`config.mk`:
```
export PLATFORM = sky130hd
export DESIGN_NAME = forwardingUnit
export DESIGN_NICKNAME = d
export VERILOG_FILES = /design/src/logic/mipsPkg.sv /design/src/logic/forwardingUnit.sv
export SDC_FILE = /design/constraint.sdc
export NUM_CORES = 1
export LEC_CHECK = 0
export CORE_AREA = 2 2 96 98
export DETAILED_ROUTE_END_ITERATION = 16
export DIE_AREA = 0 0 98 100
export DONT_BUFFER_PORTS = 1
export SYNTH_ARGS = -nofsm -noshare
export SYNTH_HDL_FRONTEND = slang
export SYNTH_SLANG_ARGS = --single-unit
```
`constraint.sdc`:
```
create_clock -name vclk -period 1.3
set_input_delay 0.26 -clock vclk [all_inputs]
set_output_delay 0.26 -clock vclk [all_outputs]
set_load 0.02 [all_outputs]
```
`src/logic/mipsPkg.sv`:
```
package mipsPkg;

    ////////////////////////////////////////
    // Widths
    ////////////////////////////////////////

    typedef logic [4:0]  regAddrT;
    typedef logic [31:0] wordT;
    typedef logic [5:0]  opcodeT;
    typedef logic [5:0]  functT;
    // Operand source select in EX
    typedef logic [1:0]  fwdSelT;

    // Primary opcodes
    localparam opcodeT opR    = 6'h00;
    localparam opcodeT opAddi = 6'h08;
    localparam opcodeT opLw   = 6'h23;
    localparam opcodeT opSw   = 6'h2b;
    localparam opcodeT opBeq  = 6'h04;
    localparam opcodeT opHalt = 6'h3f;

    // R-type funct field
    localparam functT fnAdd = 6'h20;
    localparam functT fnSub = 6'h22;
    localparam functT fnAnd = 6'h24;
    localparam functT fnOr  = 6'h25;
    localparam functT fnSlt = 6'h2a;

    // Forwarding select codes
    localparam fwdSelT fwdReg   = 2'd0;
    localparam fwdSelT fwdExMem = 2'd1;
    localparam fwdSelT fwdMemWb = 2'd2;

    typedef enum logic [2:0] {aluAdd, aluSub, aluAnd, aluOr, aluSlt} aluOpT;

    ////////////////////////////////////////
    // Pipeline registers
    ////////////////////////////////////////

    // All zero means bubble
    typedef struct packed {
        logic  regWrite;
        logic  memRead;
        logic  memWrite;
        logic  memToReg;
        logic  aluSrcImm;
        aluOpT aluOp;
        logic  isHalt;
    } ctrlT;

    typedef struct packed {
        logic valid;
        wordT pc;
        wordT instr;
    } ifIdT;

    typedef struct packed {
        ctrlT    ctrl;
        regAddrT rs;
        regAddrT rt;
        regAddrT rd;       // Already resolved destination
        wordT    rsData;
        wordT    rtData;
        wordT    imm;
    } idExT;

    typedef struct packed {
        ctrlT    ctrl;
        wordT    aluResult;
        wordT    storeData;
        regAddrT dest;
    } exMemT;

    typedef struct packed {
        ctrlT    ctrl;
        wordT    result;
        regAddrT dest;
    } memWbT;

endpackage

```
`src/logic/forwardingUnit.sv`:
```
`timescale 1ns/1ps

module forwardingUnit
    import mipsPkg::*;
(
    input  idExT   idEx,
    input  exMemT  exMem,
    input  memWbT  memWb,
    output fwdSelT fwdA,
    output fwdSelT fwdB
);

    // Youngest writer first, r0 never forwarded
    function automatic fwdSelT pickSource(
        input regAddrT src,
        input exMemT   em,
        input memWbT   mw
    );
        fwdSelT sel;
        sel = fwdReg;
        if (src != '0) begin
            if (em.ctrl.regWrite && em.dest == src) begin
                sel = fwdExMem;
            end else if (mw.ctrl.regWrite && mw.dest == src) begin
                sel = fwdMemWb;
            end
        end
        return sel;
    endfunction

    // Operand A from rs
    assign fwdA = pickSource(idEx.rs, exMem, memWb);
    // Operand B from rt, also the store data path
    assign fwdB = pickSource(idEx.rt, exMem, memWb);

endmodule

```
==> out/qor.txt <==
Slew margin rel. - 80.5%
Share of layout cells above drive strength 1 - 34.1%
Syn Nets - 280
Hold crit path type - in -> out
Final worst path period need - 1410 ps
IR drop worst, VDD - 26.4 uV
Cell row count - 35
Vias in the first global route - 333
Status - complete, but fails checks
Critical path arrival - 1150 ps
Min setup slack post-route - -113 ps
Post-DP HPWL - 1490 um
Pwr dens - 173 mW/mm^2
Vias - 272
P&R area growth vs syn - 88.9%
# setup viols final - 4
Sequential area share after synthesis - 0%
Mean Syn Cell Area - 7.51 um^2
Antenna-violating nets left - 0
Fmax - 708 MHz
Die Footprint - 0.00980 mm^2
Gpl congestion - 0.658
First-pass GRT wire length - 2190 um
Failing checks - setup timing
1st-pass router iterations - 2
Startpoint Class - primary input
Sequential cell count - 0
WL/cell - 10.2 um
Core Region - 0.00889 mm^2
Layout net count - 287
Critical path class - in -> out
Post-Synthesis Cells - 36
Cell Area, Synth - 270 um^2
Unrepaired setup endpoints after global routing - yes
Initial antenna violation count - 0
Largest net degree at the start of global routing - 4
Hold WS - 703 ps
Final hold violation count - 0
Max-cap violations - 0
Leading area contributor after synthesis - xnor2_1
Gr ovfl total - 0
Pleak - 0.128 nW
Die width - 98 um
Seq. cell area - 0 um^2
Final period utilization - 109%
Pins Over Slew Limit - 0
# hold bufs at CTS - 0
Yosys cell types - 10
Post-DR vias/cell - 1.79
Number of diodes - 0
DR DRC count - 0
Die height - 100 um
Synth top area share - 38.9%
YS warnings - 0
DRT iter0 DRCs - 12
IO Pins - 248
Layout Utilization - 5.74%
Initial core utilization - 3.04%
Worst Max-Slew Pin Slew - 293 ps
GRT Overall Usage - 3.07%
CP Capture Type - output port
Largest fanout on the critical path - 3
# port buffers - 0
Main area contributors after synthesis - xnor2_1, xor2_1, nor4b_1
Drt total wl - 1560 um
Final-layout clock buffer total - 0
Worst EP required - 1040 ps
-- power breakdown --
part | switching [mW] | internal (mW) | total (mW)
clock network | 0 | 0 | 0
logic | 0.0375 | 0.0506 | 0.0881
registers | 0 | 0 | 0
-- area by class of cell --
cell class                 count  area [um^2]
fill                        1045         8380
timing repair buffer           5         37.5
tap                          111          139
multi-input combinational     36          334
-- layout by cell type (no fill, tap or decap), drive strengths merged --
master / n
xor2: 8
nand2: 2
nand4: 2
or4: 2
xnor2: 12
nand3: 2
nor4: 2
nor4b: 2
nor2: 4
buf: 5
-- metal layers --
layer	share of wire, %	wire [um]	track usage [%]
met1	25	390	2.06
met2	50	774	5.69
met3	25	390	3.69
met4	0	0	0
met5	0	0	0
-- path summary, 6_finish.rpt --
check             endpoint  startpoint  cells after the start  slack (ps)
hold / removal     fwdA[0]   exMem[77]                      2         700
setup / recovery   fwdA[1]   idEx[107]                      4        -110
-- stage by stage --
| step | cell area [um^2] | setup TNS (ps) | setup slack [ps] | cells | power, mW |
|---|---|---|---|---|---|
| floorplan | 288 | 0 | 21.6 | 36 | 0.0639 |
| global placement | 457 | -580 | -181 | 151 | 0.0815 |
| detailed placement | 457 | -582 | -222 | 151 | 0.0764 |
| CTS | 489 | -428 | -141 | 151 | 0.0844 |
| global route | 510 | -692 | -205 | 152 | 0.0943 |
| finish | 510 | -408 | -113 | 152 | 0.0881 |
-- worst max-delay path, stage by stage --
cell and delay, ps:
or4_4 530, nor2_4 150, nor4b_4 50, buf_4 160
-- kinds of logic (layout without fill, tap and decap cells) --
family | after synthesis | after routing | synth area share, %
buffers and inverters | 0 | 5 | 0
AND/OR/NAND/NOR | 16 | 16 | 35.2
XOR/XNOR | 20 | 20 | 64.8
-- repair_timing --
action	CTS	global route
setup endpoints to repair	4	4
setup buffers	0	1
resized for setup	6	2
pin swaps	4	4
-- synth_stat cells, drive strengths merged --
| library cell | instances |
|---|---|
| nand2 | 2 |
| nand3 | 2 |
| nand4 | 2 |
| nor2 | 4 |
| nor4 | 2 |
| nor4b | 2 |
| or4 | 2 |
| xnor2 | 12 |
| xor2 | 8 |
Note: power is estimated with default switching activity, not from simulation.
