## config.mk

```make
export PLATFORM = sky130hd
export DESIGN_NAME = aluUnit
export DESIGN_NICKNAME = d
export VERILOG_FILES = /design/src/logic/mipsPkg.sv /design/src/logic/aluUnit.sv
export SDC_FILE = /design/constraint.sdc
export NUM_CORES = 1
export LEC_CHECK = 0
export BUFFER_PORTS_ARGS = -buffer_cell sky130_fd_sc_hd__buf_2
export CAP_MARGIN = 0
export CORE_UTILIZATION = 40
export DETAILED_ROUTE_END_ITERATION = 8
export GPL_ROUTABILITY_DRIVEN = 0
export PLACE_DENSITY = 0.62
export SLEW_MARGIN = 25
export SYNTH_ARGS = -nofsm -noshare
export SYNTH_HDL_FRONTEND = slang
export SYNTH_SLANG_ARGS = --single-unit
```

## constraint.sdc

```tcl
create_clock -name vclk -period 14.1
set_input_delay 3.525 -clock vclk [all_inputs]
set_output_delay 3.525 -clock vclk [all_outputs]
set_load 0.03 [all_outputs]
```

## src/logic/mipsPkg.sv

```systemverilog
package mipsPkg;

    ////////////////////////////////////////
    // Widths
    ////////////////////////////////////////

    typedef logic [4:0]  regAddrT;
    typedef logic [31:0] wordT;
    typedef logic [5:0]  opcodeT;
    typedef logic [5:0]  functT;
    // Operand source select in EX
    typedef logic [1:0]  fwdSelT;

    // Primary opcodes
    localparam opcodeT opR    = 6'h00;
    localparam opcodeT opAddi = 6'h08;
    localparam opcodeT opLw   = 6'h23;
    localparam opcodeT opSw   = 6'h2b;
    localparam opcodeT opBeq  = 6'h04;
    localparam opcodeT opHalt = 6'h3f;

    // R-type funct field
    localparam functT fnAdd = 6'h20;
    localparam functT fnSub = 6'h22;
    localparam functT fnAnd = 6'h24;
    localparam functT fnOr  = 6'h25;
    localparam functT fnSlt = 6'h2a;

    // Forwarding select codes
    localparam fwdSelT fwdReg   = 2'd0;
    localparam fwdSelT fwdExMem = 2'd1;
    localparam fwdSelT fwdMemWb = 2'd2;

    typedef enum logic [2:0] {aluAdd, aluSub, aluAnd, aluOr, aluSlt} aluOpT;

    ////////////////////////////////////////
    // Pipeline registers
    ////////////////////////////////////////

    // All zero means bubble
    typedef struct packed {
        logic  regWrite;
        logic  memRead;
        logic  memWrite;
        logic  memToReg;
        logic  aluSrcImm;
        aluOpT aluOp;
        logic  isHalt;
    } ctrlT;

    typedef struct packed {
        logic valid;
        wordT pc;
        wordT instr;
    } ifIdT;

    typedef struct packed {
        ctrlT    ctrl;
        regAddrT rs;
        regAddrT rt;
        regAddrT rd;       // Already resolved destination
        wordT    rsData;
        wordT    rtData;
        wordT    imm;
    } idExT;

    typedef struct packed {
        ctrlT    ctrl;
        wordT    aluResult;
        wordT    storeData;
        regAddrT dest;
    } exMemT;

    typedef struct packed {
        ctrlT    ctrl;
        wordT    result;
        regAddrT dest;
    } memWbT;

endpackage

```

## src/logic/aluUnit.sv

```systemverilog
`timescale 1ns/1ps

module aluUnit
    import mipsPkg::*;
(
    input  wordT  a,
    input  wordT  b,
    input  aluOpT op,
    output wordT  result
);

    logic lessThan;

    // Signed compare for slt
    assign lessThan = $signed(a) < $signed(b);

    always_comb begin
        case (op)
            aluAdd: begin
                result = a + b;
            end
            aluSub: begin
                result = a - b;
            end
            aluAnd: begin
                result = a & b;
            end
            aluOr: begin
                result = a | b;
            end
            aluSlt: begin
                // Zero-extended flag
                result = {31'd0, lessThan};
            end
            default: begin
                result = '0;
            end
        endcase
    end

endmodule

```

==> metrics.md <==
| Metric | Value |
|---|---|
| Status | finished with violations |
| Violations in the final reports | design-rule violations |
| CP max stage delay | approximately 0.45 ns |
| Antenna cell count | 0 |
| Total power | roughly 220 uW |
| Final wirelength | between 10,000 and 15,000 um |
| Worst Path Buf+Inv | 3 |
| Largest net degree at the start of global routing | 74 |
| FP Rows | 39 |
| Non-filler cells, final | 943 |
| Initial DRC count | roughly 270 |
| Initial antenna violation count | 0 |
| Arr. time, crit path | between 6 and 7 ns |
| Final nets | about 980 |
| Crit share post-route | between 70% and 80% |
| Crit end category | output pin |
| Commonest non-fill, non-tap cell in the layout | ha_1 |
| Routed wire length per instance | ~15 um |
| Final min period | slightly above 10 ns |
| Num ports | just under 100 |
| RSZ-0062 raised after global routing | false |
| Delay-heaviest family, CP | compound AO/OA/AOI/OAI gates |
| DIE WIDTH | 112 um |
| Setup TNS | 0 ns |
| Seq/Total Area, Yosys | 0% |
| # port buffers | 99 |
| Core area | between 10,000 and 15,000 um2 |
| Actual slew at the worst max-slew pin | just over 0.9 ns |
| Dpl cells | about 940 |
| # clk buffers | 0 |
| Final HPWL DP | 11,500 um |
| Placed Area | around 5300 um2 |
| Worst-path maximum fanout | 13 |
| Hold Vio Cnt, Final | 0 |
| Crit start category | primary input |
| Distinct cells, synth | between 60 and 70 |
| First-pass detailed-route iteration total | 7 |
| Reg area | 0 um2 |
| GRT overflow | 0 |
| Highest Clock Rate | 97.7 MHz |
| Antenna Nets Post-Route | 0 |
| Worst Path Class, Setup | primary input to output pin |
| Worst EP required | about 11 ns |
| Leading cell types in the layout, fill and taps excluded | ha_1, buf_2, inv_1 |
| Leak Pwr | ~2.7 nW |
| Initial Util | 41.7% |
| Crit-path slowest cell | or3_1 |
| Area Overhead vs Synth | 10.4% |
| Die height | between 100 and 150 um |
| Ys Warns | 0 |
| Post-CTS sizing | 0 |
| Hold WC Path Type | primary input to output pin |
| Gr usage total | between 20% and 30% |
| Most common cell on crit path | buf_2 |
| Die area | 12,500 um2 |
| Share of post-route cells with drive strength above 1 | between 10% and 20% |
| Syn nets | 917 |
| Via-to-Cell Ratio | slightly below 6 |
| Vias after detailed routing | 5,456 |
| Final Slew Violations | 0 |
| Syn_area_per_cell | 6.49 um2 |
| Sequential cells | 0 |
| Worst vdd ir | 0.0000199 V |
| Synth Instances | roughly 740 |
| Max Cap Viol | 0 |
| Vias in the first global route | just over 5,000 |
| CTS Hold Buffers Added | 0 |
| Post-CTS Setup Bufs | 0 |
| Slew margin rel. | 38.9% |
| Cell area after synthesis | ~4800 um2 |
| Critical Path, Cell by Cell | buf_2, inv_1, ha_1, or3_1, o21a_1, a31oi_1, o41ai_1, o31ai_2, and2_1, o211ai_1, mux2_1, o211a_1, buf_2 |
| Final Instance Area | around 5300 um2 |
| PD cells | roughly 42 nW/um2 |
| DRC Markers | 7 |
| First-pass GRT wire length | 24,300 um |
| Final setup vio count | 0 |
==> final cells by class <==
type	count	area [um2]
repair buffers	100	503
inverters	92	345
multi-input cells	608	4300
well taps	143	179
fillers	1267	6240
==> metrics by stage <==
step	hold slack [ns]	util, %	worst slack (ns)
floorplan	7.48	-	4.39
global placement	7.67	46.0	4.01
detailed placement	7.67	46.0	3.93
CTS	7.67	46.0	3.92
global route	7.73	46.0	3.66
finish	7.67	46.0	3.87
==> path summary, 6_finish.rpt <==
| path | cells past startpoint | startpoint | endpoint | slack (ns) |
|---|---|---|---|---|
| worst max-delay path | 13 | a[16] | result[30] | 3.87 |
| worst min-delay path | 5 | a[31] | result[0] | 7.67 |
==> metal layers <==
| metal | vias up | GRT usage, % | wire, um |
|---|---|---|---|
| met5 | - | 0 | 0 |
| met4 | 0 | 3.96 | 234 |
| met3 | 23 | 0.980 | 784 |
| met2 | 201 | 40.7 | 6880 |
| met1 | 2517 | 30.4 | 6600 |
| li1 | 2715 | - | - |
==> Yosys cell counts, drive strengths merged (7+ instances only) <==
master	number	share of area, %
ha	105	27
inv	91	7.1
nor2	83	6.5
a21oi	69	7.2
nand2	51	4.0
o21ai	46	4.8
clkbuf	29	2.3
a211oi	23	3.7
a21o	20	3.1
nor3	16	1.7
o21bai	16	2.5
xnor2	16	2.9
buf	14	1.5
nor2b	14	1.8
o211ai	13	2.0
a31oi	12	1.6
nand3	12	1.2
or3	10	1.3
nand2b	8	1.0
o22ai	7	0.91
o31ai	7	1.2
==> logic make-up (layout without fill, tap and decap cells) <==
family | count (synthesis) | count (layout) | share of synthesized area [%]
simple gates | 218 | 218 | 20.9
xor+xnor | 22 | 22 | 4.00
fa+ha+maj | 107 | 107 | 28.1
compound gates | 254 | 254 | 34.6
mux | 7 | 7 | 1.51
buf+inv | 135 | 192 | 10.9
==> report_power, final <==
part	leakage (nW)	internal, mW	total [mW]	switching [mW]
combinational	2.74	0.0823	0.224	0.141
sequential	0	0	0	0
clock	0	0	0	0
No activity file was read; power rests on OpenSTA's default activity.
