File: config.mk
export PLATFORM = sky130hd
export DESIGN_NAME = controlDecoder
export DESIGN_NICKNAME = d
export VERILOG_FILES = /design/src/logic/mipsPkg.sv /design/src/logic/controlDecoder.sv
export SDC_FILE = /design/constraint.sdc
export NUM_CORES = 1
export LEC_CHECK = 0
export BUFFER_PORTS_ARGS = -buffer_cell sky130_fd_sc_hd__buf_4
export CAP_MARGIN = 30
export CORE_AREA = 2 2 39 41
export DETAILED_ROUTE_END_ITERATION = 8
export DIE_AREA = 0 0 41 43
export SLEW_MARGIN = 0
export SYNTH_ARGS = -nofsm -noshare
export SYNTH_HDL_FRONTEND = slang
export SYNTH_SLANG_ARGS = --single-unit
File: constraint.sdc
create_clock -name vclk -period 1
set_input_delay 0.15 -clock vclk [all_inputs]
set_output_delay 0.15 -clock vclk [all_outputs]
set_load 0.02 [all_outputs]
File: src/logic/mipsPkg.sv
package mipsPkg;

    ////////////////////////////////////////
    // Widths
    ////////////////////////////////////////

    typedef logic [4:0]  regAddrT;
    typedef logic [31:0] wordT;
    typedef logic [5:0]  opcodeT;
    typedef logic [5:0]  functT;
    // Operand source select in EX
    typedef logic [1:0]  fwdSelT;

    // Primary opcodes
    localparam opcodeT opR    = 6'h00;
    localparam opcodeT opAddi = 6'h08;
    localparam opcodeT opLw   = 6'h23;
    localparam opcodeT opSw   = 6'h2b;
    localparam opcodeT opBeq  = 6'h04;
    localparam opcodeT opHalt = 6'h3f;

    // R-type funct field
    localparam functT fnAdd = 6'h20;
    localparam functT fnSub = 6'h22;
    localparam functT fnAnd = 6'h24;
    localparam functT fnOr  = 6'h25;
    localparam functT fnSlt = 6'h2a;

    // Forwarding select codes
    localparam fwdSelT fwdReg   = 2'd0;
    localparam fwdSelT fwdExMem = 2'd1;
    localparam fwdSelT fwdMemWb = 2'd2;

    typedef enum logic [2:0] {aluAdd, aluSub, aluAnd, aluOr, aluSlt} aluOpT;

    ////////////////////////////////////////
    // Pipeline registers
    ////////////////////////////////////////

    // All zero means bubble
    typedef struct packed {
        logic  regWrite;
        logic  memRead;
        logic  memWrite;
        logic  memToReg;
        logic  aluSrcImm;
        aluOpT aluOp;
        logic  isHalt;
    } ctrlT;

    typedef struct packed {
        logic valid;
        wordT pc;
        wordT instr;
    } ifIdT;

    typedef struct packed {
        ctrlT    ctrl;
        regAddrT rs;
        regAddrT rt;
        regAddrT rd;       // Already resolved destination
        wordT    rsData;
        wordT    rtData;
        wordT    imm;
    } idExT;

    typedef struct packed {
        ctrlT    ctrl;
        wordT    aluResult;
        wordT    storeData;
        regAddrT dest;
    } exMemT;

    typedef struct packed {
        ctrlT    ctrl;
        wordT    result;
        regAddrT dest;
    } memWbT;

endpackage

File: src/logic/controlDecoder.sv
`timescale 1ns/1ps

module controlDecoder
    import mipsPkg::*;
(
    input  wordT instr,
    output ctrlT ctrl,
    output logic isBranch
);

    opcodeT op;
    functT  fn;

    assign op = instr[31:26];
    assign fn = instr[5:0];

    always_comb begin
        // Unknown codes decode to a bubble
        ctrl     = '0;
        isBranch = 1'b0;
        case (op)
            opR: begin
                ctrl.regWrite = 1'b1;
                case (fn)
                    fnAdd:   ctrl.aluOp = aluAdd;
                    fnSub:   ctrl.aluOp = aluSub;
                    fnAnd:   ctrl.aluOp = aluAnd;
                    fnOr:    ctrl.aluOp = aluOr;
                    fnSlt:   ctrl.aluOp = aluSlt;
                    default: ctrl       = '0;
                endcase
            end
            opAddi: begin
                ctrl.regWrite  = 1'b1;
                ctrl.aluSrcImm = 1'b1;
            end
            opLw: begin
                // Address is rs plus offset
                ctrl.regWrite  = 1'b1;
                ctrl.memRead   = 1'b1;
                ctrl.memToReg  = 1'b1;
                ctrl.aluSrcImm = 1'b1;
            end
            opSw: begin
                ctrl.memWrite  = 1'b1;
                ctrl.aluSrcImm = 1'b1;
            end
            opBeq: begin
                // Resolved in ID, nothing left to do downstream
                isBranch = 1'b1;
            end
            opHalt: begin
                ctrl.isHalt = 1'b1;
            end
            default: ctrl = '0;
        endcase
    end

endmodule

==> reports/metrics.cfg <==
[status]
outcome=finished with violations
violations=negative setup slack

[floorplanning]
die_h_um=43
die_width_um=41
ios=42
core.rowCount=14
floorplan.initialDensity_pct=14.6
core_um2=1380
fp.dieArea_um2=1760

[pwr]
p_sw_mw=0.0625
power_frac_comb_pct=100.0
pwr-share-seq_pct=0
power_density_nw_per_um2=277
power_frac_clock_pct=0
leakage_nw=0.260
power.internal_mw=0.0872
peakVddDrop_uv=100
switching_share_pct=41.8

[worst_setup_path]
cp.required_ns=0.85
critPathKind=in -> out
endpoint_kind=output port
start_kind=input port
cp.arrival_ns=1.07
crit_fanout=2

[detailed_routing]
drt_pre_antenna_iters=2
postRouteAntennaNets=0
wl_per_cell_um=9.78
dr.first_iter.drc_count=1
via_count=295
drc_errors=0
wl_um=665
vias_per_cell=4.34

[logic_synthesis]
yosysWarnings=0
synthDistinctLibCells=20
ys_seq_area_share_pct=0
syn_nets=58
synthesis.area_um2=201
synth_cells=26
syn_avg_cell_area_um2=7.75

[timing]
hold_viol_final=0
setup_viol=9
rsz0062_at_grt=true
fmax_ghz=0.819
relSlewSlack_pct=81.2
min_period_ns=1.22
setup_ws_ns=-0.221
finalCritPeriodShare_pct=122
maxSlewViolCount=0
finalSetupTns_ns=-1.35
worstMarginPinSlew_ns=0.281

[global_routing]
grt_first_pass_wirelength_mm=1.08
grt_pass1_vias=289
grt-ovfl-total=0
grtUsageTotal_pct=8.00
antenna_found_initial=0
grt_max_degree=6

[final_layout]
nClkBuffers=0
nNetsFinal=86
area_growth_pct=168
layout-drive-gt1-share_pct=75.0
fillers=151
finalNonFillerCells=68
layout_common_cells=buf_4, buf_6
diodes=0
register_area_um2=0
n_sequential_cell=0
fin_area_um2=541
final_common_cell=buf_4

[place]
port_buffers=22
dp_hpwl_um=544
pre_cts_ws_ns=-0.313
dp.cells=67
gp_congestion=0.661
placed_cell_area_um2=440

[hold_path]
hp-class=in -> out

[run]
drv_cap=0

==> critical path, cell delays in order <==
cell       delay (ns)
buf_6            0.09
nor4b_4          0.33
buf_4            0.17
o2111ai_2        0.11
o21ai_2          0.09
buf_6            0.13
==> cells in the mapped netlist <==
master	count	area (µm²)
buf_4	1	7.51
nor4_2	1	12.5
nand2_1	2	7.51
and3_1	1	6.26
or2_2	1	6.26
nor3b_2	1	12.5
o21ai_0	1	5.00
and4bb_1	1	12.5
nor3_2	1	10.0
o2111ai_1	1	8.76
nor2b_1	1	6.26
nand3b_2	1	11.3
nor3b_1	2	15.0
mux2i_1	2	20.0
a21oi_1	2	10.0
nor4b_4	1	23.8
nand2b_1	1	6.26
inv_1	1	3.75
nor3_1	1	5.00
nor2_1	3	11.3
==> kinds of logic (layout without fill, tap and decap cells) <==
kind of cell / Yosys count / after routing / synth area share (%)
AND/OR/NAND/NOR: 18 / 18 / 72.7
AO/OA/AOI/OAI: 4 / 4 / 11.8
multiplexers: 2 / 2 / 9.94
buffers and inverters: 2 / 28 / 5.59
==> power groups by stage <==
| stage | logic, mW | registers [mW] | clock network, mW |
|---|---|---|---|
| after CTS | 0.139 | 0 | 0 |
| after floorplan | 0.0453 | 0 | 0 |
| after detailed placement | 0.120 | 0 | 0 |
| after global placement | 0.120 | 0 | 0 |
| final | 0.150 | 0 | 0 |
| after global routing | 0.161 | 0 | 0 |
==> per-layer routing <==
layer	vias up	GRT usage (%)	share of wire [%]
met4	0	0	0
met3	0	1.57	9.5
met2	12	14.7	55
met1	133	9.52	35
met5	-	0	0
li1	150	-	-
==> stage by stage <==
stage	hold WS [ns]	utilization, %	total power, mW
after global routing	0.590	39.1	0.161
after CTS	0.587	36.6	0.139
after global placement	0.587	31.8	0.120
final	0.583	39.1	0.150
after detailed placement	0.586	31.8	0.120
after floorplan	0.337	-	0.0453
==> area by class of cell <==
cell class | instances | area (µm²) | area share, %
Inverter | 1 | 3.75 | 0.694
Multi-Input combinational cell | 24 | 254 | 47.0
Tap cell | 16 | 20.0 | 3.70
Timing Repair Buffer | 27 | 263 | 48.6
==> path summary, 6_finish.rpt <==
check                 from       to  slack [ns]  cells after the start
setup / recovery  instr[4]  ctrl[8]       -0.22                      6
hold / removal    instr[3]  ctrl[1]        0.58                      3
==> what timing repair did <==
item / CTS / global route
pin swaps: 8 / 5
setup buffers: 1 / 0
hold buffers: 0 / 0
setup endpoints to repair: 9 / 10
gates resized for setup: 13 / 9
cloned: 0 / 0
(Power assumes the default switching activity.)
