`config.mk`:
```
export PLATFORM = sky130hd
export DESIGN_NAME = hazardDetector
export DESIGN_NICKNAME = d
export VERILOG_FILES = /design/src/logic/mipsPkg.sv /design/src/logic/hazardDetector.sv
export SDC_FILE = /design/constraint.sdc
export NUM_CORES = 1
export LEC_CHECK = 0
export ABC_AREA = 1
export BUFFER_PORTS_ARGS = -buffer_cell sky130_fd_sc_hd__buf_2
export CAP_MARGIN = 20
export CORE_AREA = 5 5 100 102
export DETAILED_ROUTE_END_ITERATION = 8
export DIE_AREA = 0 0 105 107
export REMOVE_ABC_BUFFERS = 1
export SKIP_LAST_GASP = 1
export SYNTH_ARGS = -nofsm -noshare
export SYNTH_HDL_FRONTEND = slang
export SYNTH_SLANG_ARGS = --single-unit
```
`constraint.sdc`:
```
create_clock -name vclk -period 1.06
set_clock_uncertainty 0.2 [all_clocks]
set_input_delay 0.106 -clock vclk [all_inputs]
set_output_delay 0.106 -clock vclk [all_outputs]
set_load 0.01 [all_outputs]
```
`src/logic/mipsPkg.sv`:
```
package mipsPkg;

    ////////////////////////////////////////
    // Widths
    ////////////////////////////////////////

    typedef logic [4:0]  regAddrT;
    typedef logic [31:0] wordT;
    typedef logic [5:0]  opcodeT;
    typedef logic [5:0]  functT;
    // Operand source select in EX
    typedef logic [1:0]  fwdSelT;

    // Primary opcodes
    localparam opcodeT opR    = 6'h00;
    localparam opcodeT opAddi = 6'h08;
    localparam opcodeT opLw   = 6'h23;
    localparam opcodeT opSw   = 6'h2b;
    localparam opcodeT opBeq  = 6'h04;
    localparam opcodeT opHalt = 6'h3f;

    // R-type funct field
    localparam functT fnAdd = 6'h20;
    localparam functT fnSub = 6'h22;
    localparam functT fnAnd = 6'h24;
    localparam functT fnOr  = 6'h25;
    localparam functT fnSlt = 6'h2a;

    // Forwarding select codes
    localparam fwdSelT fwdReg   = 2'd0;
    localparam fwdSelT fwdExMem = 2'd1;
    localparam fwdSelT fwdMemWb = 2'd2;

    typedef enum logic [2:0] {aluAdd, aluSub, aluAnd, aluOr, aluSlt} aluOpT;

    ////////////////////////////////////////
    // Pipeline registers
    ////////////////////////////////////////

    // All zero means bubble
    typedef struct packed {
        logic  regWrite;
        logic  memRead;
        logic  memWrite;
        logic  memToReg;
        logic  aluSrcImm;
        aluOpT aluOp;
        logic  isHalt;
    } ctrlT;

    typedef struct packed {
        logic valid;
        wordT pc;
        wordT instr;
    } ifIdT;

    typedef struct packed {
        ctrlT    ctrl;
        regAddrT rs;
        regAddrT rt;
        regAddrT rd;       // Already resolved destination
        wordT    rsData;
        wordT    rtData;
        wordT    imm;
    } idExT;

    typedef struct packed {
        ctrlT    ctrl;
        wordT    aluResult;
        wordT    storeData;
        regAddrT dest;
    } exMemT;

    typedef struct packed {
        ctrlT    ctrl;
        wordT    result;
        regAddrT dest;
    } memWbT;

endpackage

```
`src/logic/hazardDetector.sv`:
```
`timescale 1ns/1ps

module hazardDetector
    import mipsPkg::*;
(
    input  ifIdT  ifId,
    input  idExT  idEx,
    input  exMemT exMem,
    output logic  pcWrite,
    output logic  ifIdWrite,
    output logic  stall
);

    opcodeT  op;
    regAddrT rs;
    regAddrT rt;
    logic    readsRs;
    logic    readsRt;
    logic    isBranch;
    logic    loadUse;
    logic    rsBusy;
    logic    rtBusy;
    logic    branchWait;

    // Fields of the instruction in decode
    assign op = ifId.instr[31:26];
    assign rs = ifId.instr[25:21];
    assign rt = ifId.instr[20:16];

    // Which source registers decode actually reads
    assign readsRs  = ifId.valid && (op != opHalt);
    assign readsRt  = ifId.valid && (op == opR || op == opSw || op == opBeq);
    assign isBranch = ifId.valid && (op == opBeq);

    // Load in EX, consumer in ID
    assign loadUse = idEx.ctrl.memRead && (idEx.rt != '0) &&
                     ((readsRs && idEx.rt == rs) || (readsRt && idEx.rt == rt));

    // Branch compares in ID, so any writer in EX is too late
    // Loads in MEM too, ALU results in MEM get forwarded to the comparator
    assign rsBusy = (rs != '0) &&
                    ((idEx.ctrl.regWrite && idEx.rd == rs) ||
                     (exMem.ctrl.memRead && exMem.dest == rs));
    assign rtBusy = (rt != '0) &&
                    ((idEx.ctrl.regWrite && idEx.rd == rt) ||
                     (exMem.ctrl.memRead && exMem.dest == rt));
    assign branchWait = isBranch && (rsBusy || rtBusy);

    always_comb begin
        // Default is free flow
        pcWrite   = 1'b1;
        ifIdWrite = 1'b1;
        stall     = 1'b0;
        if (loadUse || branchWait) begin
            // Freeze front end, bubble into ID/EX
            pcWrite   = 1'b0;
            ifIdWrite = 1'b0;
            stall     = 1'b1;
        end
    end

endmodule

```
==> results by group <==
Status
  • Status: complete, but fails checks
  • Violated checks: negative setup slack

Place
  • Post-DP HPWL: 2.68 mm
  • Port buffer count: 38
  • Gpl congestion: 0.855
  • Placed Instance Area: 0.00101 mm^2

STA
  • Slew @ Worst Pin: 0.184 ns
  • Fmax achieved: 0.759 GHz
  • Ratio of final minimum period to clock period: 124%
  • Final setup viols: 3
  • Clock period minus worst slack: 1.32 ns
  • Final WS setup: -0.258 ns
  • Final hold viol count: 0
  • RSZ-0062 raised after global routing: true
  • Slew Viols, Final: 0
  • Slew Limit Headroom: 87.7%

Cells and area
  • FFs & Latches: 0
  • Final-stage net count: 461
  • # diodes: 0
  • Area Growth Syn to Fin: 99.4%
  • Final non-filler cell area: 0.00128 mm^2
  • Multi-input gate area: 646 um^2
  • Final-layout fill cell count: 1041
  • Most frequent cells in the layout: nand2_1, nor2_1, buf_6
  • Share of cells above drive strength 1: 43.9%
  • FF/Latch Area: 0 um^2
  • Commonest non-fill, non-tap cell in the layout: nand2_1
  • Final core occ: 14.2%
  • CLK BUF: 0

Global routing
  • GRT Residual Overflow: 0
  • Vias in the first global route: 1059
  • Initial antenna violation count: 0
  • First-pass GRT wire length: 5.13 mm
  • Overall Global Routing Usage: 5.49%
  • Largest net degree at the start of global routing: 6

Logic synthesis
  • Yosys warns: 0
  • Register area share after synthesis: 0%
  • Post-Synthesis Cell Area: 643 um^2
  • Unique masters post-synth: 13
  • Top cells by area, synth: nand2_1, nor2_1, inv_1
  • Average size of a mapped cell: 4.20 um^2
  • Post-synth top area cell: nand2_1
  • Synthesized instance count: 153
  • Synth top area share: 43.2%

Floorplanning
  • I/O pin cnt: 266
  • Die area: 0.0112 mm^2
  • Die Span X: 105 um
  • Core area: 0.00902 mm^2
  • Site row count: 35
  • Die H: 107 um
  • Initial core utilization: 7.13%

Detailed routing
  • Post-Route WL: 3.03 mm
  • DRC: 0
  • DR WL/cell: 9.86 um
  • 1st-pass router iterations: 4
  • Drt via density: 3.28
  • Vias: 1006
  • Post-route ant nets: 0
  • Number of DRC markers in iteration 0: 57

Critical path
  • Critical path required time: 0.75 ns
  • WS Path Type: primary input to output pin
  • Setup crit end kind: output pin
  • Max Fanout on Critical Path: 2
  • Startpoint types: primary input
  • Critical path arrival: 1.01 ns

Pwr
  • Clk pwr share: 0%
  • Comb pwr share: 100.0%
  • Sw power: 0.218 mW
  • Part of the power in registers: 0%
  • Static Leak: 0.665 nW
  • Switching share of power: 48.5%
  • Internal: 0.232 mW
  • Overall Power: 0.450 mW
  • Pwr/cell area: 351 mW/mm^2
  • Maximum VDD drop: 126 uV

Job
  • Max-Cap Viols: 0

Min path
  • Hold Path Class: primary input to output pin
  • Worst Hold Depth: 6

CTS
  • Post CTS Setup Buffer Count: 0
stage by stage:
step / instances / TNS, ns / setup slack, ns / hold slack [ns]
final: 307 / -0.703 / -0.258 / 0.460
after global routing: 307 / -1.04 / -0.380 / 0.513
after CTS: 307 / -0.739 / -0.267 / 0.448
after detailed placement: 307 / -0.952 / -0.328 / 0.447
after global placement: 307 / -0.960 / -0.323 / 0.450
after floorplan: 152 / -0.284 / -0.142 / 0.231
path summary, 6_finish.rpt:
kind / startpoint / end / slack [ns]
max: ifId[26] / stall / -0.26
min: idEx[118] / stall / 0.46
routing by layer:
| layer | vias to the layer above | track usage, % | wire length (um) |
|---|---|---|---|
| li1 | 544 | - | - |
| met1 | 425 | 6.39 | 1260 |
| met2 | 27 | 10.2 | 1460 |
| met3 | 10 | 1.44 | 223 |
| met4 | 0 | 0.913 | 87 |
| met5 | - | 0 | 0 |
critical path: stages:
cell	delay, ns
buf_6	0.09
nor2_2	0.10
nand2_1	0.07
nand2_1	0.06
nand2_1	0.04
nor2_1	0.09
nand2_1	0.07
a21oi_2	0.16
inv_1	0.05
nand2_1	0.05
buf_2	0.12
area by class of cell:
cell class,instances,share of cell area (%)
inverters,25,8.49
repair buffers,44,30.3
multi-input cells,127,50.3
well taps,111,10.8
logic make-up after synthesis:
family,Yosys count,synth area share (%)
simple gates,116,71.0
buf+inv,26,15.8
compound gates,3,2.33
xor+xnor,8,10.9
cell usage after synthesis (all sizes together):
library cell  count
a21oi             2
buf               1
inv              25
nand2            74
nand3            11
nand4             1
nor2             28
nor3              2
o21ai             1
xnor2             7
xor2              1
timing repair:
action                                 CTS  global route
gates resized for setup                 52            33
pin swaps                               22            27
endpoints found under the hold margin    0             0
setup endpoints to repair                3             3
hold buffers                             0             0
gates cloned                             0             0
power by group through the flow:
| stage | combinational, mW | clock, mW | sequential (mW) |
|---|---|---|---|
| finish | 0.450 | 0 | 0 |
| global route | 0.504 | 0 | 0 |
| CTS | 0.390 | 0 | 0 |
| detailed placement | 0.322 | 0 | 0 |
| global placement | 0.322 | 0 | 0 |
| floorplan | 0.161 | 0 | 0 |
Note: power is estimated with default switching activity, not from simulation.
