File: config.mk
export PLATFORM = sky130hd
export DESIGN_NAME = regFile
export DESIGN_NICKNAME = d
export VERILOG_FILES = /design/src/logic/mipsPkg.sv /design/src/logic/regFile.sv
export SDC_FILE = /design/constraint.sdc
export NUM_CORES = 2
export LEC_CHECK = 0
export BUFFER_PORTS_ARGS = -buffer_cell sky130_fd_sc_hd__buf_2
export CORE_MARGIN = 2
export CORE_UTILIZATION = 59
export CTS_BUF_LIST = sky130_fd_sc_hd__clkbuf_4 sky130_fd_sc_hd__clkbuf_8
export CTS_CLUSTER_DIAMETER = 40
export DETAILED_ROUTE_END_ITERATION = 12
export GPL_TIMING_DRIVEN = 1
export PLACE_DENSITY_LB_ADDON = 0.3
export SYNTH_ARGS = -nofsm -noshare
export SYNTH_HDL_FRONTEND = slang
export SYNTH_SLANG_ARGS = --single-unit
File: constraint.sdc
create_clock -name clk -period 3.1 [get_ports clk]
set_input_delay 0.62 -clock clk [delete_from_list [all_inputs] [get_ports clk]]
set_output_delay 0.62 -clock clk [all_outputs]
set_load 0.02 [all_outputs]
File: src/logic/mipsPkg.sv
package mipsPkg;

    ////////////////////////////////////////
    // Widths
    ////////////////////////////////////////

    typedef logic [4:0]  regAddrT;
    typedef logic [31:0] wordT;
    typedef logic [5:0]  opcodeT;
    typedef logic [5:0]  functT;
    // Operand source select in EX
    typedef logic [1:0]  fwdSelT;

    // Primary opcodes
    localparam opcodeT opR    = 6'h00;
    localparam opcodeT opAddi = 6'h08;
    localparam opcodeT opLw   = 6'h23;
    localparam opcodeT opSw   = 6'h2b;
    localparam opcodeT opBeq  = 6'h04;
    localparam opcodeT opHalt = 6'h3f;

    // R-type funct field
    localparam functT fnAdd = 6'h20;
    localparam functT fnSub = 6'h22;
    localparam functT fnAnd = 6'h24;
    localparam functT fnOr  = 6'h25;
    localparam functT fnSlt = 6'h2a;

    // Forwarding select codes
    localparam fwdSelT fwdReg   = 2'd0;
    localparam fwdSelT fwdExMem = 2'd1;
    localparam fwdSelT fwdMemWb = 2'd2;

    typedef enum logic [2:0] {aluAdd, aluSub, aluAnd, aluOr, aluSlt} aluOpT;

    ////////////////////////////////////////
    // Pipeline registers
    ////////////////////////////////////////

    // All zero means bubble
    typedef struct packed {
        logic  regWrite;
        logic  memRead;
        logic  memWrite;
        logic  memToReg;
        logic  aluSrcImm;
        aluOpT aluOp;
        logic  isHalt;
    } ctrlT;

    typedef struct packed {
        logic valid;
        wordT pc;
        wordT instr;
    } ifIdT;

    typedef struct packed {
        ctrlT    ctrl;
        regAddrT rs;
        regAddrT rt;
        regAddrT rd;       // Already resolved destination
        wordT    rsData;
        wordT    rtData;
        wordT    imm;
    } idExT;

    typedef struct packed {
        ctrlT    ctrl;
        wordT    aluResult;
        wordT    storeData;
        regAddrT dest;
    } exMemT;

    typedef struct packed {
        ctrlT    ctrl;
        wordT    result;
        regAddrT dest;
    } memWbT;

endpackage

File: src/logic/regFile.sv
`timescale 1ns/1ps

module regFile
    import mipsPkg::*;
(
    input  logic    clk,
    input  logic    we,
    input  regAddrT waddr,
    input  regAddrT raddrA,
    input  regAddrT raddrB,
    input  regAddrT dbgAddr,
    input  wordT    wdata,
    output wordT    rdataA,
    output wordT    rdataB,
    output wordT    dbgData
);

    wordT regs [32];

    // r0 reads zero, same-cycle write bypasses the array
    function automatic wordT readPort(
        input regAddrT ra,
        input wordT    stored,
        input logic    wEn,
        input regAddrT wa,
        input wordT    wd
    );
        wordT val;
        if (ra == '0) begin
            val = '0;
        end else if (wEn && wa == ra) begin
            val = wd;
        end else begin
            val = stored;
        end
        return val;
    endfunction

    always_ff @(posedge clk) begin
        if (we && waddr != '0) begin
            regs[waddr] <= wdata;
        end
    end

    assign rdataA  = readPort(raddrA, regs[raddrA], we, waddr, wdata);
    assign rdataB  = readPort(raddrB, regs[raddrB], we, waddr, wdata);
    assign dbgData = readPort(dbgAddr, regs[dbgAddr], we, waddr, wdata);

endmodule

==> results.json <==
{
  "clock_power_share_pct": 39.0,
  "synth_top_area_share_pct": 54.1,
  "fmax_mhz": 291,
  "synth_seq_cells": 1024,
  "slew_headroom_pct": 43.5,
  "ys_top_cells_by_area": "edfxtp_1, mux4_2, mux2i_1",
  "clock_tree.root_cell": "clkbuf_8",
  "reg_top3": "regs (1024)",
  "yosysMostFrequentCell": "edfxtp_1",
  "grt_pass1_wl_um": 325000,
  "clk_pin_slew_ns": 0.06,
  "min_path_type": "in2reg",
  "endpoint_kind": "output pin",
  "fin_nets": 4236,
  "finalMaxSlewViolations": 0,
  "wl_per_cell_um": 42.3,
  "setup_tns_ns": -12.83,
  "hp-start": "wdata[11]",
  "arrival_ns": 2.82,
  "fin_util_pct": 75.3,
  "cp-startpoint": "regs[7][24]",
  "avgSynthCellArea_um2": 16.7,
  "cts_max_level": 4,
  "ys_seq_area_share_pct": 54.1,
  "critPathMaxFanout": 2,
  "gr-usage-all-layers_pct": 47.5,
  "antenna_left": 0,
  "drt_iter0_drc": 9286,
  "fin_crit_sh_pct": 111,
  "seqPwrFrac_pct": 44.2,
  "vias": 45100,
  "async_flop_share_pct": 0,
  "core_area_um2": 95200,
  "row_count": 113,
  "peakVddDrop_mv": 0.455,
  "start_kind": "register",
  "layout-drive-gt1-share_pct": 50.4,
  "register_area_um2": 30700,
  "io_pins": 150,
  "fin_ws_ns": -0.339,
  "grt.overflow.total": 0,
  "wirelength_um": 237000,
  "failed_checks": "setup timing",
  "p_int_mw": 25.8,
  "cp.required_ns": 2.48,
  "first_pass_iters": 9,
  "hold_viol_final": 0,
  "port_buffers": 149,
  "largest_reg_flops": 1024,
  "power_density_nw_per_um2": 492,
  "clk_path_buf_depth": 3,
  "power.leakage_nw": 25.1,
  "largest-register": "regs",
  "die_w_um": 314,
  "timing.hold.ws_ns": 0.0817,
  "grt_max_degree": 42,
  "die_h_um": 314,
  "syn-cell-area_um2": 56800,
  "antenna_found_initial": 9,
  "multi_input_area_um2": 26200,
  "first_global_vias": 43700,
  "rsz0062_at_grt": "true",
  "ys_warn_count": 0,
  "dieArea_um2": 98800,
  "switchingPower_mw": 9.53,
  "sw_frac_of_total_pct": 27.0,
  "comb_power_share_pct": 16.8,
  "status": "finished, violations left",
  "synth_cells": 3403,
  "numClockSinks": 1024,
  "setup_violations": 92,
  "initial_core_util_pct": 59.7,
  "synth_top_cell_by_area": "edfxtp_1",
  "preCtsSetupSlack_ns": -0.415,
  "drc": 0,
  "synthDistinctLibCells": 71,
  "area_growth_pct": 26.2,
  "fillers": 5429,
  "globalplace.congestion": 1.00,
  "cts_buffers": 181,
  "worstSetupPathType": "reg2out",
  "min_period_ns": 3.44,
  "dp_hpwl_um": 149000,
  "synth_commonest_cells": "edfxtp_1, mux4_2, mux2i_1",
  "synth-edff-count": 1024,
  "worst_pin_slew_ns": 0.848,
  "cts_tree": "done",
  "synthFlopType": "edfxtp_1",
  "via_per_inst": 8.04,
  "maxCapViolCount": 0
}
==> timing repair <==
item,4_1_cts,5_1_grt
endpoints found under the setup margin,96,96
endpoints found under the hold margin,2,0
pin swaps,233,93
gates resized for setup,475,136
buffers inserted,124,40
cloned,6,3
hold buffers,1,0
==> critical path: stages (launching register included) <==
cell,delay (ns)
edfxtp_1,0.43
buf_6,0.14
mux4_2,0.49
a22oi_2,0.19
nand2_1,0.08
a221o_1,0.41
buf_6,0.17
==> cell usage in the layout, fill, tap and decap left out, types with 24 or more instances in the layout <==
| cell type | synthesis | final |
|---|---|---|
| nor2_4 | 0 | 34 |
| clkinv_2 | 0 | 29 |
| a22oi_1 | 97 | 45 |
| nand2_1 | 98 | 89 |
| buf_2 | 98 | 42 |
| buf_6 | 30 | 109 |
| o21ai_0 | 78 | 54 |
| mux2i_1 | 385 | 377 |
| buf_4 | 42 | 578 |
| o22ai_1 | 117 | 63 |
| edfxtp_1 | 1024 | 1024 |
| mux4_2 | 572 | 573 |
| mux2_2 | 26 | 26 |
| a21oi_2 | 0 | 44 |
| o22ai_2 | 0 | 51 |
| a211oi_2 | 1 | 34 |
| a21oi_1 | 106 | 53 |
| o22a_1 | 27 | 25 |
| clkbuf_8 | 0 | 189 |
| o21ai_1 | 8 | 26 |
| a221oi_1 | 60 | 45 |
| conb_1 | 1 | 32 |
| a22oi_2 | 0 | 52 |
| a32o_2 | 0 | 30 |
| a221o_1 | 25 | 24 |
| clkbuf_4 | 0 | 29 |
| buf_12 | 10 | 141 |
| clkinv_1 | 2 | 42 |
| o221ai_1 | 33 | 26 |
==> path summary, 6_finish.rpt <==
kind	endpoint	slack, ns	cells after the start
setup / recovery	dbgData[24]	-0.34	6
hold / removal	regs[12][11]	0.08	1
==> cell families (layout without fill, tap and decap cells) <==
kind of cell | count (synthesis) | after routing | share of synthesized area (%)
AOI/OAI and AO/OA | 741 | 741 | 9.39
xor gates and xnor gates | 15 | 15 | 0.231
muxes | 985 | 985 | 30.1
DFF | 1024 | 1024 | 54.1
other | 1 | 38 | 0.00660
buffers and inverters | 334 | 1231 | 3.54
and+or+nand+nor | 303 | 303 | 2.64
==> through the flow <==
stage | instance area (µm²) | instances | power [mW]
after floorplan | 56900 | 3434 | 18.6
after global placement | 63800 | 5104 | 20.8
after detailed placement | 63800 | 5104 | 20.9
after CTS | 70700 | 5553 | 34.8
after global routing | 71700 | 5597 | 35.9
final | 71700 | 5602 | 35.3
==> cell type report <==
| type | count | area share (%) |
|---|---|---|
| inverter | 5 | 0.0262 |
| antenna | 6 | 0.0209 |
| sequential | 1024 | 42.9 |
| clock buffer | 216 | 3.90 |
| timing repair buffer | 894 | 12.8 |
| multi-input combinational | 2076 | 36.5 |
| clock inverter | 116 | 1.56 |
| tap | 1265 | 2.21 |
==> power by group through the flow <==
stage | sequential [mW] | clock [mW] | combinational [mW]
final | 15.6 | 13.8 | 5.93
after floorplan | 15.8 | 0 | 2.77
after global placement | 15.8 | 0 | 4.96
after global routing | 15.6 | 14.3 | 5.99
after detailed placement | 15.9 | 0 | 5.01
after CTS | 15.6 | 13.7 | 5.54
==> routing by layer <==
layer  wire, µm  track usage [%]  vias to the layer above
met5         65            0.484                        -
met4      22700             35.3                       10
met3      41900             18.6                     1418
met2      98800             66.8                     5143
met1      73300             59.9                    22100
li1           -                -                    16400
Power figures use the tool's default switching activity.
